==> config.mk <==
export PLATFORM = sky130hd
export DESIGN_NAME = lsu_top
export DESIGN_NICKNAME = d
export VERILOG_FILES = /design/src/hw/lsu_pkg.sv /design/src/hw/lsu_top.sv /design/src/hw/wb_stage.sv /design/src/hw/mem_stage.sv /design/src/hw/ex_stage.sv
export SDC_FILE = /design/constraint.sdc
export NUM_CORES = 1
export LEC_CHECK = 0
export ABC_AREA = 1
export BUFFER_PORTS_ARGS = -buffer_cell sky130_fd_sc_hd__buf_2
export CORE_ASPECT_RATIO = 2
export CORE_MARGIN = 8
export CORE_UTILIZATION = 45
export CTS_CLUSTER_SIZE = 16
export DETAILED_ROUTE_END_ITERATION = 10
export HOLD_SLACK_MARGIN = 0.12
export PLACE_DENSITY = 0.72
export SLEW_MARGIN = 20
export SYNTH_ARGS = -nofsm -noshare
export SYNTH_HDL_FRONTEND = slang
export SYNTH_SLANG_ARGS = --single-unit
==> constraint.sdc <==
create_clock -name clk -period 7.2 [get_ports clk]
set_input_delay 1.44 -clock clk [delete_from_list [all_inputs] [get_ports clk]]
set_output_delay 1.44 -clock clk [all_outputs]
set_load 0.005 [all_outputs]
==> src/hw/lsu_pkg.sv <==
package lsu_pkg;

    // ~~~~~~~~~~~~~~~~~~~~~~~~~~~~~~~~~~~~~~~~~~~~~~~~~~~~~~~~~~~~~~~~~~~~~~~~~~~~
    // widths
    // ~~~~~~~~~~~~~~~~~~~~~~~~~~~~~~~~~~~~~~~~~~~~~~~~~~~~~~~~~~~~~~~~~~~~~~~~~~~~

    // data words, addresses and pc all share the machine word width
    localparam int data_w     = 32;
    localparam int op_w       = 4;
    localparam int reg_addr_w = 5;

    // ~~~~~~~~~~~~~~~~~~~~~~~~~~~~~~~~~~~~~~~~~~~~~~~~~~~~~~~~~~~~~~~~~~~~~~~~~~~~
    // operation codes
    // ~~~~~~~~~~~~~~~~~~~~~~~~~~~~~~~~~~~~~~~~~~~~~~~~~~~~~~~~~~~~~~~~~~~~~~~~~~~~

    // op_alu carries a finished result through the memory stages
    localparam logic [op_w-1:0] op_alu   = 4'd0;

    localparam logic [op_w-1:0] op_ld_b  = 4'd1;
    localparam logic [op_w-1:0] op_ld_bu = 4'd2;
    localparam logic [op_w-1:0] op_ld_h  = 4'd3;
    localparam logic [op_w-1:0] op_ld_hu = 4'd4;
    localparam logic [op_w-1:0] op_ld_w  = 4'd5;

    localparam logic [op_w-1:0] op_st_b  = 4'd6;
    localparam logic [op_w-1:0] op_st_h  = 4'd7;
    localparam logic [op_w-1:0] op_st_w  = 4'd8;

    // ~~~~~~~~~~~~~~~~~~~~~~~~~~~~~~~~~~~~~~~~~~~~~~~~~~~~~~~~~~~~~~~~~~~~~~~~~~~~
    // read data views
    // ~~~~~~~~~~~~~~~~~~~~~~~~~~~~~~~~~~~~~~~~~~~~~~~~~~~~~~~~~~~~~~~~~~~~~~~~~~~~

    // one sram word, indexed by address bit 1 as halves or bits 1:0 as bytes
    typedef union packed {
        logic [1:0][15:0] halves;
        logic [3:0][7:0]  bytes;
    } rdata_u;

endpackage
==> src/hw/lsu_top.sv <==
`timescale 1ns/1ps

module lsu_top import lsu_pkg::*; (
    input  logic                  clk,
    input  logic                  resetn,
    // issue port
    input  logic                  in_valid,
    output logic                  in_ready,
    input  logic [op_w-1:0]       in_op,
    input  logic [data_w-1:0]     in_base,
    input  logic [data_w-1:0]     in_offset,
    input  logic [data_w-1:0]     in_st_data,
    input  logic [reg_addr_w-1:0] in_waddr,
    input  logic [data_w-1:0]     in_pc,
    // data sram
    output logic                  data_req,
    output logic                  data_wr,
    output logic [3:0]            data_wstrb,
    output logic [data_w-1:0]     data_addr,
    output logic [data_w-1:0]     data_wdata,
    input  logic                  data_addr_ok,
    input  logic [data_w-1:0]     data_rdata,
    input  logic                  data_data_ok,
    // retire port
    output logic                  retire_valid,
    output logic                  retire_we,
    output logic [reg_addr_w-1:0] retire_waddr,
    output logic [data_w-1:0]     retire_wdata,
    output logic [data_w-1:0]     retire_pc,
    output logic                  retire_ex
);

    // ex to mem
    logic                  es_to_ms_valid;
    logic [op_w-1:0]       es_op;
    logic [data_w-1:0]     es_addr;
    logic [reg_addr_w-1:0] es_waddr;
    logic [data_w-1:0]     es_pc;
    logic                  es_ale;
    logic                  es_wait_resp;
    logic                  ms_allowin;
    logic                  ms_ex;

    // mem to wb
    logic                  ms_to_ws_valid;
    logic                  ms_rf_we;
    logic [reg_addr_w-1:0] ms_waddr;
    logic [data_w-1:0]     ms_wdata;
    logic [data_w-1:0]     ms_pc;
    logic                  ms_ale;
    logic                  ws_allowin;
    logic                  wb_ex;

    ex_stage u_ex (
        .clk            (clk),
        .resetn         (resetn),
        .in_valid       (in_valid),
        .in_ready       (in_ready),
        .in_op          (in_op),
        .in_base        (in_base),
        .in_offset      (in_offset),
        .in_st_data     (in_st_data),
        .in_waddr       (in_waddr),
        .in_pc          (in_pc),
        .ms_allowin     (ms_allowin),
        .ms_ex          (ms_ex),
        .wb_ex          (wb_ex),
        .es_to_ms_valid (es_to_ms_valid),
        .es_op          (es_op),
        .es_addr        (es_addr),
        .es_waddr       (es_waddr),
        .es_pc          (es_pc),
        .es_ale         (es_ale),
        .es_wait_resp   (es_wait_resp),
        .data_req       (data_req),
        .data_wr        (data_wr),
        .data_wstrb     (data_wstrb),
        .data_addr      (data_addr),
        .data_wdata     (data_wdata),
        .data_addr_ok   (data_addr_ok)
    );

    mem_stage u_mem (
        .clk            (clk),
        .resetn         (resetn),
        .wb_ex          (wb_ex),
        .es_to_ms_valid (es_to_ms_valid),
        .es_op          (es_op),
        .es_addr        (es_addr),
        .es_waddr       (es_waddr),
        .es_pc          (es_pc),
        .es_ale         (es_ale),
        .es_wait_resp   (es_wait_resp),
        .ms_allowin     (ms_allowin),
        .ms_ex          (ms_ex),
        .data_rdata     (data_rdata),
        .data_data_ok   (data_data_ok),
        .ws_allowin     (ws_allowin),
        .ms_to_ws_valid (ms_to_ws_valid),
        .ms_rf_we       (ms_rf_we),
        .ms_waddr       (ms_waddr),
        .ms_wdata       (ms_wdata),
        .ms_pc          (ms_pc),
        .ms_ale         (ms_ale)
    );

    wb_stage u_wb (
        .clk            (clk),
        .resetn         (resetn),
        .ms_to_ws_valid (ms_to_ws_valid),
        .ms_rf_we       (ms_rf_we),
        .ms_waddr       (ms_waddr),
        .ms_wdata       (ms_wdata),
        .ms_pc          (ms_pc),
        .ms_ale         (ms_ale),
        .ws_allowin     (ws_allowin),
        .wb_ex          (wb_ex),
        .retire_valid   (retire_valid),
        .retire_we      (retire_we),
        .retire_waddr   (retire_waddr),
        .retire_wdata   (retire_wdata),
        .retire_pc      (retire_pc),
        .retire_ex      (retire_ex)
    );

endmodule

==> src/hw/wb_stage.sv <==
`timescale 1ns/1ps

module wb_stage import lsu_pkg::*; (
    input  logic                  clk,
    input  logic                  resetn,
    // from mem
    input  logic                  ms_to_ws_valid,
    input  logic                  ms_rf_we,
    input  logic [reg_addr_w-1:0] ms_waddr,
    input  logic [data_w-1:0]     ms_wdata,
    input  logic [data_w-1:0]     ms_pc,
    input  logic                  ms_ale,
    output logic                  ws_allowin,
    output logic                  wb_ex,
    // retire port
    output logic                  retire_valid,
    output logic                  retire_we,
    output logic [reg_addr_w-1:0] retire_waddr,
    output logic [data_w-1:0]     retire_wdata,
    output logic [data_w-1:0]     retire_pc,
    output logic                  retire_ex
);

    logic ws_valid;
    logic ws_rf_we;
    logic ws_ale;

    // the retire port never stalls, so wb finishes every op in one cycle
    assign ws_allowin = 1'b1;

    // an op arriving on the flush edge is younger than the fault and is dropped
    always_ff @(posedge clk) begin
        if (!resetn) begin
            ws_valid <= 1'b0;
        end else begin
            ws_valid <= ms_to_ws_valid && !wb_ex;
        end
    end

    always_ff @(posedge clk) begin
        if (ms_to_ws_valid && ws_allowin) begin
            ws_rf_we     <= ms_rf_we;
            retire_waddr <= ms_waddr;
            retire_wdata <= ms_wdata;
            retire_pc    <= ms_pc;
            ws_ale       <= ms_ale;
        end
    end

    assign wb_ex        = ws_valid && ws_ale;
    assign retire_valid = ws_valid;
    assign retire_ex    = wb_ex;
    assign retire_we    = ws_valid && ws_rf_we && !ws_ale;

endmodule

==> src/hw/mem_stage.sv <==
`timescale 1ns/1ps

module mem_stage import lsu_pkg::*; (
    input  logic                  clk,
    input  logic                  resetn,
    input  logic                  wb_ex,
    // from ex
    input  logic                  es_to_ms_valid,
    input  logic [op_w-1:0]       es_op,
    input  logic [data_w-1:0]     es_addr,
    input  logic [reg_addr_w-1:0] es_waddr,
    input  logic [data_w-1:0]     es_pc,
    input  logic                  es_ale,
    input  logic                  es_wait_resp,
    output logic                  ms_allowin,
    output logic                  ms_ex,
    // data sram response side
    input  logic [data_w-1:0]     data_rdata,
    input  logic                  data_data_ok,
    // to wb
    input  logic                  ws_allowin,
    output logic                  ms_to_ws_valid,
    output logic                  ms_rf_we,
    output logic [reg_addr_w-1:0] ms_waddr,
    output logic [data_w-1:0]     ms_wdata,
    output logic [data_w-1:0]     ms_pc,
    output logic                  ms_ale
);

    logic              ms_valid;
    logic              ms_ready_go;
    logic [op_w-1:0]   ms_op;
    logic [data_w-1:0] ms_addr;
    logic              ms_wait_resp;
    logic              ms_buf_valid;
    logic [data_w-1:0] ms_buf;
    logic              ms_is_ld;
    rdata_u            ms_word;
    logic [15:0]       ms_half;
    logic [7:0]        ms_byte;
    logic [data_w-1:0] ms_load;

    // ~~~~~~~~~~~~~~~~~~~~~~~~~~~~~~~~~~~~~~~~~~~~~~~~~~~~~~~~~~~~~~~~~~~~~~~~~~~~
    // pipeline handshake
    // ~~~~~~~~~~~~~~~~~~~~~~~~~~~~~~~~~~~~~~~~~~~~~~~~~~~~~~~~~~~~~~~~~~~~~~~~~~~~

    // ops without an accepted request are done one cycle after entry
    assign ms_ready_go    = !ms_wait_resp || data_data_ok || ms_buf_valid;
    assign ms_allowin     = !ms_valid || (ms_ready_go && ws_allowin);
    assign ms_to_ws_valid = ms_valid && ms_ready_go;
    assign ms_ex          = ms_valid && ms_ale;

    always_ff @(posedge clk) begin
        if (!resetn || wb_ex) begin
            ms_valid <= 1'b0;
        end else if (ms_allowin) begin
            ms_valid <= es_to_ms_valid;
        end
    end

    always_ff @(posedge clk) begin
        if (es_to_ms_valid && ms_allowin) begin
            ms_op        <= es_op;
            ms_addr      <= es_addr;
            ms_waddr     <= es_waddr;
            ms_pc        <= es_pc;
            ms_ale       <= es_ale;
            ms_wait_resp <= es_wait_resp;
        end
    end

    // ~~~~~~~~~~~~~~~~~~~~~~~~~~~~~~~~~~~~~~~~~~~~~~~~~~~~~~~~~~~~~~~~~~~~~~~~~~~~
    // response buffer
    // ~~~~~~~~~~~~~~~~~~~~~~~~~~~~~~~~~~~~~~~~~~~~~~~~~~~~~~~~~~~~~~~~~~~~~~~~~~~~

    // data_ok is a single pulse, so it is kept here until wb takes the op
    always_ff @(posedge clk) begin
        if (!resetn || wb_ex) begin
            ms_buf_valid <= 1'b0;
        end else if (ms_to_ws_valid && ws_allowin) begin
            ms_buf_valid <= 1'b0;
        end else if (ms_valid && ms_wait_resp && data_data_ok && !ms_buf_valid) begin
            ms_buf_valid <= 1'b1;
        end
    end

    always_ff @(posedge clk) begin
        if (data_data_ok && !ms_buf_valid) begin
            ms_buf <= data_rdata;
        end
    end

    // ~~~~~~~~~~~~~~~~~~~~~~~~~~~~~~~~~~~~~~~~~~~~~~~~~~~~~~~~~~~~~~~~~~~~~~~~~~~~
    // load alignment and extension
    // ~~~~~~~~~~~~~~~~~~~~~~~~~~~~~~~~~~~~~~~~~~~~~~~~~~~~~~~~~~~~~~~~~~~~~~~~~~~~

    assign ms_word = ms_buf_valid ? ms_buf : data_rdata;
    assign ms_half = ms_word.halves[ms_addr[1]];
    assign ms_byte = ms_word.bytes[ms_addr[1:0]];

    always_comb begin
        case (ms_op)
            op_ld_b:  ms_load = {{(data_w - 8){ms_byte[7]}}, ms_byte};
            op_ld_bu: ms_load = {{(data_w - 8){1'b0}}, ms_byte};
            op_ld_h:  ms_load = {{(data_w - 16){ms_half[15]}}, ms_half};
            op_ld_hu: ms_load = {{(data_w - 16){1'b0}}, ms_half};
            op_ld_w:  ms_load = ms_word;
            default:  ms_load = ms_addr;
        endcase
    end

    assign ms_is_ld = ms_op inside {op_ld_b, op_ld_bu, op_ld_h, op_ld_hu, op_ld_w};
    assign ms_rf_we = (ms_is_ld || (ms_op == op_alu)) && !ms_ale;
    assign ms_wdata = ms_is_ld ? ms_load : ms_addr;

endmodule

==> src/hw/ex_stage.sv <==
`timescale 1ns/1ps

module ex_stage import lsu_pkg::*; (
    input  logic                  clk,
    input  logic                  resetn,
    // issue port
    input  logic                  in_valid,
    output logic                  in_ready,
    input  logic [op_w-1:0]       in_op,
    input  logic [data_w-1:0]     in_base,
    input  logic [data_w-1:0]     in_offset,
    input  logic [data_w-1:0]     in_st_data,
    input  logic [reg_addr_w-1:0] in_waddr,
    input  logic [data_w-1:0]     in_pc,
    // state of the older stages
    input  logic                  ms_allowin,
    input  logic                  ms_ex,
    input  logic                  wb_ex,
    // forward to mem
    output logic                  es_to_ms_valid,
    output logic [op_w-1:0]       es_op,
    output logic [data_w-1:0]     es_addr,
    output logic [reg_addr_w-1:0] es_waddr,
    output logic [data_w-1:0]     es_pc,
    output logic                  es_ale,
    output logic                  es_wait_resp,
    // data sram request side
    output logic                  data_req,
    output logic                  data_wr,
    output logic [3:0]            data_wstrb,
    output logic [data_w-1:0]     data_addr,
    output logic [data_w-1:0]     data_wdata,
    input  logic                  data_addr_ok
);

    logic              es_valid;
    logic              es_ready_go;
    logic              es_allowin;
    logic              es_req_done;
    logic              es_addr_hs;
    logic [data_w-1:0] es_vaddr;
    logic [data_w-1:0] es_st_data;
    logic              es_is_mem;
    logic              es_is_st;
    logic              es_is_half;
    logic              es_is_word;

    // ~~~~~~~~~~~~~~~~~~~~~~~~~~~~~~~~~~~~~~~~~~~~~~~~~~~~~~~~~~~~~~~~~~~~~~~~~~~~
    // pipeline handshake
    // ~~~~~~~~~~~~~~~~~~~~~~~~~~~~~~~~~~~~~~~~~~~~~~~~~~~~~~~~~~~~~~~~~~~~~~~~~~~~

    // a memory op leaves in the cycle its address is taken by the sram
    assign es_ready_go    = !es_is_mem || es_ale || es_addr_hs || es_req_done;
    assign es_allowin     = !es_valid || (es_ready_go && ms_allowin);
    assign es_to_ms_valid = es_valid && es_ready_go;
    assign in_ready       = es_allowin && !wb_ex;

    always_ff @(posedge clk) begin
        if (!resetn || wb_ex) begin
            es_valid <= 1'b0;
        end else if (es_allowin) begin
            es_valid <= in_valid;
        end
    end

    always_ff @(posedge clk) begin
        if (in_valid && in_ready) begin
            es_op      <= in_op;
            es_vaddr   <= in_base + in_offset;
            es_st_data <= in_st_data;
            es_waddr   <= in_waddr;
            es_pc      <= in_pc;
        end
    end

    always_ff @(posedge clk) begin
        if (!resetn) begin
            es_req_done <= 1'b0;
        end else if (in_valid && in_ready) begin
            es_req_done <= 1'b0;
        end else if (es_addr_hs) begin
            es_req_done <= 1'b1;
        end
    end

    // ~~~~~~~~~~~~~~~~~~~~~~~~~~~~~~~~~~~~~~~~~~~~~~~~~~~~~~~~~~~~~~~~~~~~~~~~~~~~
    // address check and request
    // ~~~~~~~~~~~~~~~~~~~~~~~~~~~~~~~~~~~~~~~~~~~~~~~~~~~~~~~~~~~~~~~~~~~~~~~~~~~~

    assign es_is_mem  = (es_op != op_alu);
    assign es_is_st   = (es_op == op_st_b) || (es_op == op_st_h) || (es_op == op_st_w);
    assign es_is_half = (es_op == op_ld_h) || (es_op == op_ld_hu) || (es_op == op_st_h);
    assign es_is_word = (es_op == op_ld_w) || (es_op == op_st_w);

    assign es_ale = (es_is_half && es_vaddr[0]) || (es_is_word && (es_vaddr[1:0] != 2'b00));

    // an older fault in mem or wb will flush this op, so its request is held back
    assign data_req = es_valid && es_is_mem && !es_ale && !es_req_done && ms_allowin
                      && !ms_ex && !wb_ex;
    assign es_addr_hs   = data_req && data_addr_ok;
    assign es_wait_resp = es_addr_hs || es_req_done;

    // alu ops reuse the address field to carry their result
    assign es_addr    = (es_op == op_alu) ? es_st_data : es_vaddr;
    assign data_addr  = es_vaddr;
    assign data_wr    = es_is_st;
    assign data_wdata = es_st_data << {es_vaddr[1:0], 3'b000};

    always_comb begin
        case (es_op)
            op_st_b: data_wstrb = 4'b0001 << es_vaddr[1:0];
            op_st_h: data_wstrb = es_vaddr[1] ? 4'b1100 : 4'b0011;
            op_st_w: data_wstrb = 4'b1111;
            default: data_wstrb = 4'b0000;
        endcase
    end

endmodule

==> results.yml <==
outcome:
  outcome: "complete, no violations"
power_and_ir_drop:
  power_density_mw_per_mm2: 256.6
  seq_power_share_pct: 50.8
  switchingPower_mw: 1.007
  intPower_mw: 3.044
  p_comb_share_pct: 13.2
  power_mw: 4.051
  pwr-share-clk_pct: 36.0
  power.static_leakage_nw: 6.717
  ir_drop_mv: 0.2028
  power_switching_share_pct: 24.87
routing:
  viasPerCell: 5.271
  vias: 9688
  route.detailed.drc: 0
  post_drt_wl_per_cell_um: 20.64
  initialDrtViolationCount: 728
  ant_nets: 0
  first_pass_iters: 5
  wl_um: 37930
timing:
  rsz0062_at_grt: "no"
  setup_viol: 0
  drv_slew: 0
  slew_headroom_pct: 34.64
  min_period_ps: 4636
  clock.fmax_mhz: 215.7
  final.setup.tns_ps: 0
  hold_viol: 0
  fin_crit_sh_pct: 64.38
  hold_ws_ps: 416.2
  fin_skew_ps: 11.68
  worstMarginPinSlew_ps: 980.4
critical_path:
  crit_type: "reg2out"
  end_kind: "primary output"
  startpoint_type: "flip-flop"
  critPathArrivalTime_ps: 3200
  crit_required_ps: 5760
  path_max_fanout: 57
  reg2reg_depth: 10
cells_and_area:
  drive_gt1_share_pct: 26.93
  layout.nets: 1667
  final_cell_area_mm2: 0.01579
  area_growth_pct: 21.77
  n_antenna_cell: 0
synth:
  synth_edf_count: 283
  synth_top_family_by_area: "simple AND/OR/NAND/NOR gates"
  synth_mux_area_share_pct: 0.6948
  synth_fp_nets: 1348
  async_reset_ff_share_pct: 0
  syn_area_mm2: 0.01296
  yosysSeqAreaShare_pct: 66.32
  synth-simple-area-share_pct: 14.95
  synth-xor-area-share_pct: 1.621
  synth-seq-cells: 288
  synth_ff_type: "edfxtp_1"
  synthAdderAreaFrac_pct: 3.146
  synth_area_per_cell_um2: 11.35
  synth_compound_area_share_pct: 8.647
  synth_cells: 1142
  yosysUniqueCellTypes: 53
  yosys_warnings: 0
floorplan:
  io_pins: 317
  die_area_mm2: 0.03483
  dieHeight_um: 256.0
  die-width_um: 136.0
  rows: 88
  coreArea_mm2: 0.02863
  start_util_pct: 45.29
placement:
  gp_congestion: 0.9524
  hpwlAfterDp_um: 29960
  placedInstanceArea_mm2: 0.01489
  io_buffers: 316
clock_network:
  cts_sinks: 288
  cts_max_level: 1
  holdBufCountCts: 0
  clk_path_buf_depth: 3
  postCtsSetupBuffers: 0
  cts_root_buf: "clkbuf_16"
  clkTransAtPathRegs_ps: 70
  cts_resized: 0
  cts_tree: "yes"
  numCtsBuffers: 26
  clk-insertion-delay-late_ps: 530
min_path:
  hold_class: "reg2reg"
  holdPathStages: 0
global_route:
  antenna_found_initial: 1
  first_global_vias: 10010
  grt_max_degree: 76
  grt_pass1_wl_um: 57040
  grtUsageTotal_pct: 21.31
  grt_overflow_total: 0
job:
  drv_cap: 0
[placed cells by master, fill, tap and decap left out, drive strengths merged, types with 2 or more instances in the layout]
cell | Yosys | layout
clkbuf | 14 | 29
o21a | 2 | 2
inv | 115 | 117
xnor2 | 5 | 5
nor3 | 6 | 6
dfxtp | 5 | 5
clkinv | 0 | 8
or2 | 4 | 4
a21boi | 3 | 3
nand3 | 45 | 45
edfxtp | 283 | 283
o221ai | 17 | 17
a21o | 3 | 3
ha | 31 | 31
a31oi | 4 | 4
a21oi | 46 | 46
mux2i | 9 | 9
nand2 | 315 | 315
o2111ai | 10 | 10
nand4 | 19 | 19
o211ai | 4 | 4
o31ai | 2 | 2
o21bai | 8 | 8
buf | 16 | 321
o21ai | 78 | 78
nand3b | 3 | 3
bufinv | 0 | 5
nor2 | 69 | 69
xor2 | 19 | 19
[through the flow]
| stage | setup WS (ps) | util, % | std cells |
|---|---|---|---|
| 6_report | 2564 | 55.15 | 1838 |
| 5_1_grt | 2256 | 55.15 | 1838 |
| 4_1_cts | 2594 | 55.15 | 1838 |
| 3_5_place_dp | 2979 | 52.00 | 1793 |
| 3_3_place_gp | 3135 | 52.00 | 1793 |
| 2_1_floorplan | 1601 | - | 1142 |
[sequential cells by signal (all words and copies together) (netlist names)]
signal and cells:
u_wb.retire_valid 1, u_mem.ms_buf 32, u_ex.es_waddr 5, u_mem.ms_pc 32
u_mem.ms_ale 1, u_ex.es_valid 1, u_wb.ws_rf_we 1, u_mem.ms_addr 32
u_mem.ms_wait_resp 1, u_mem.ms_buf_valid 1, u_mem.ms_valid 1, u_wb.retire_pc 32
u_ex.es_req_done 1, u_ex.data_addr 32, u_ex.es_pc 32, u_mem.ms_op 4
u_ex.es_st_data 32, u_wb.retire_waddr 5, u_ex.es_op 4, u_wb.retire_wdata 32
u_wb.ws_ale 1, u_mem.ms_waddr 5
[logic make-up after synthesis]
family          after synthesis
simple gates                463
compound gates              181
xor+xnor                     24
fa+ha+maj                    32
flops                       288
buf+inv                     145
mux                           9
[synth_stat cells (all sizes together), types with 4 or more instances]
library cell | number | area, um2
mux2i | 9 | 90.09
xor2 | 19 | 166.4
o221ai | 17 | 148.9
a31oi | 4 | 25.02
clkbuf | 14 | 52.55
nand4 | 19 | 118.9
ha | 31 | 387.9
nor3 | 6 | 45.04
dfxtp | 5 | 100.1
nor2 | 69 | 279.0
edfxtp | 283 | 8498
buf | 16 | 112.6
nand3 | 45 | 230.2
or2 | 4 | 25.03
xnor2 | 5 | 43.79
o21bai | 8 | 63.81
inv | 115 | 434.2
a21oi | 46 | 234.0
o21ai | 78 | 416.7
o211ai | 4 | 35.03
o2111ai | 10 | 87.58
nand2 | 315 | 1200
[cell type report]
cell class / instances / area [um2]
clock buffer: 29 / 683.2
clock inverter: 16 / 217.7
fill: 2547 / 12840
inverter: 115 / 436.7
multi-input combinational: 709 / 3782
sequential: 288 / 8598
tap: 360 / 450.4
timing repair buffer: 321 / 1619
[worst max-delay path: stages, from the launching register on]
cell and delay (ps):
edfxtp_1 490, nor2_1 280, nand3_2 750, inv_2 500, nor2_1 110, o211ai_2 80, nand2_1 140, nand2_1 120
nand2_1 60, inv_1 50, buf_2 100
[final timing paths]
kind | from | endpoint | slack, ps
hold reg to reg | u_ex.es_pc[23]$_DFFE_PP_ | u_mem.ms_pc[23]$_DFFE_PP_ | 420
setup reg to reg | u_ex.es_op[1]$_DFFE_PP_ | u_ex.es_pc[26]$_DFFE_PP_ | 2920
hold / removal | u_ex.es_pc[23]$_DFFE_PP_ | u_mem.ms_pc[23]$_DFFE_PP_ | 420
setup / recovery | u_ex.es_op[1]$_DFFE_PP_ | in_ready | 2560
[power by group through the flow]
stage          registers [mW]  logic (mW)  clock network, mW
2_1_floorplan            2.07       0.295                  0
3_3_place_gp             2.09       0.526                  0
3_5_place_dp             2.10       0.532                  0
4_1_cts                  2.06       0.535               1.50
5_1_grt                  2.07       0.592               1.55
6_report                 2.06       0.534               1.46
[layer usage]
layer / wire length [um] / global-route usage [%]
met1: 15230 / 26.62
met2: 18350 / 35.46
met3: 3162 / 4.658
met4: 1170 / 7.364
met5: 13 / 0
Power figures use the tool's default switching activity.
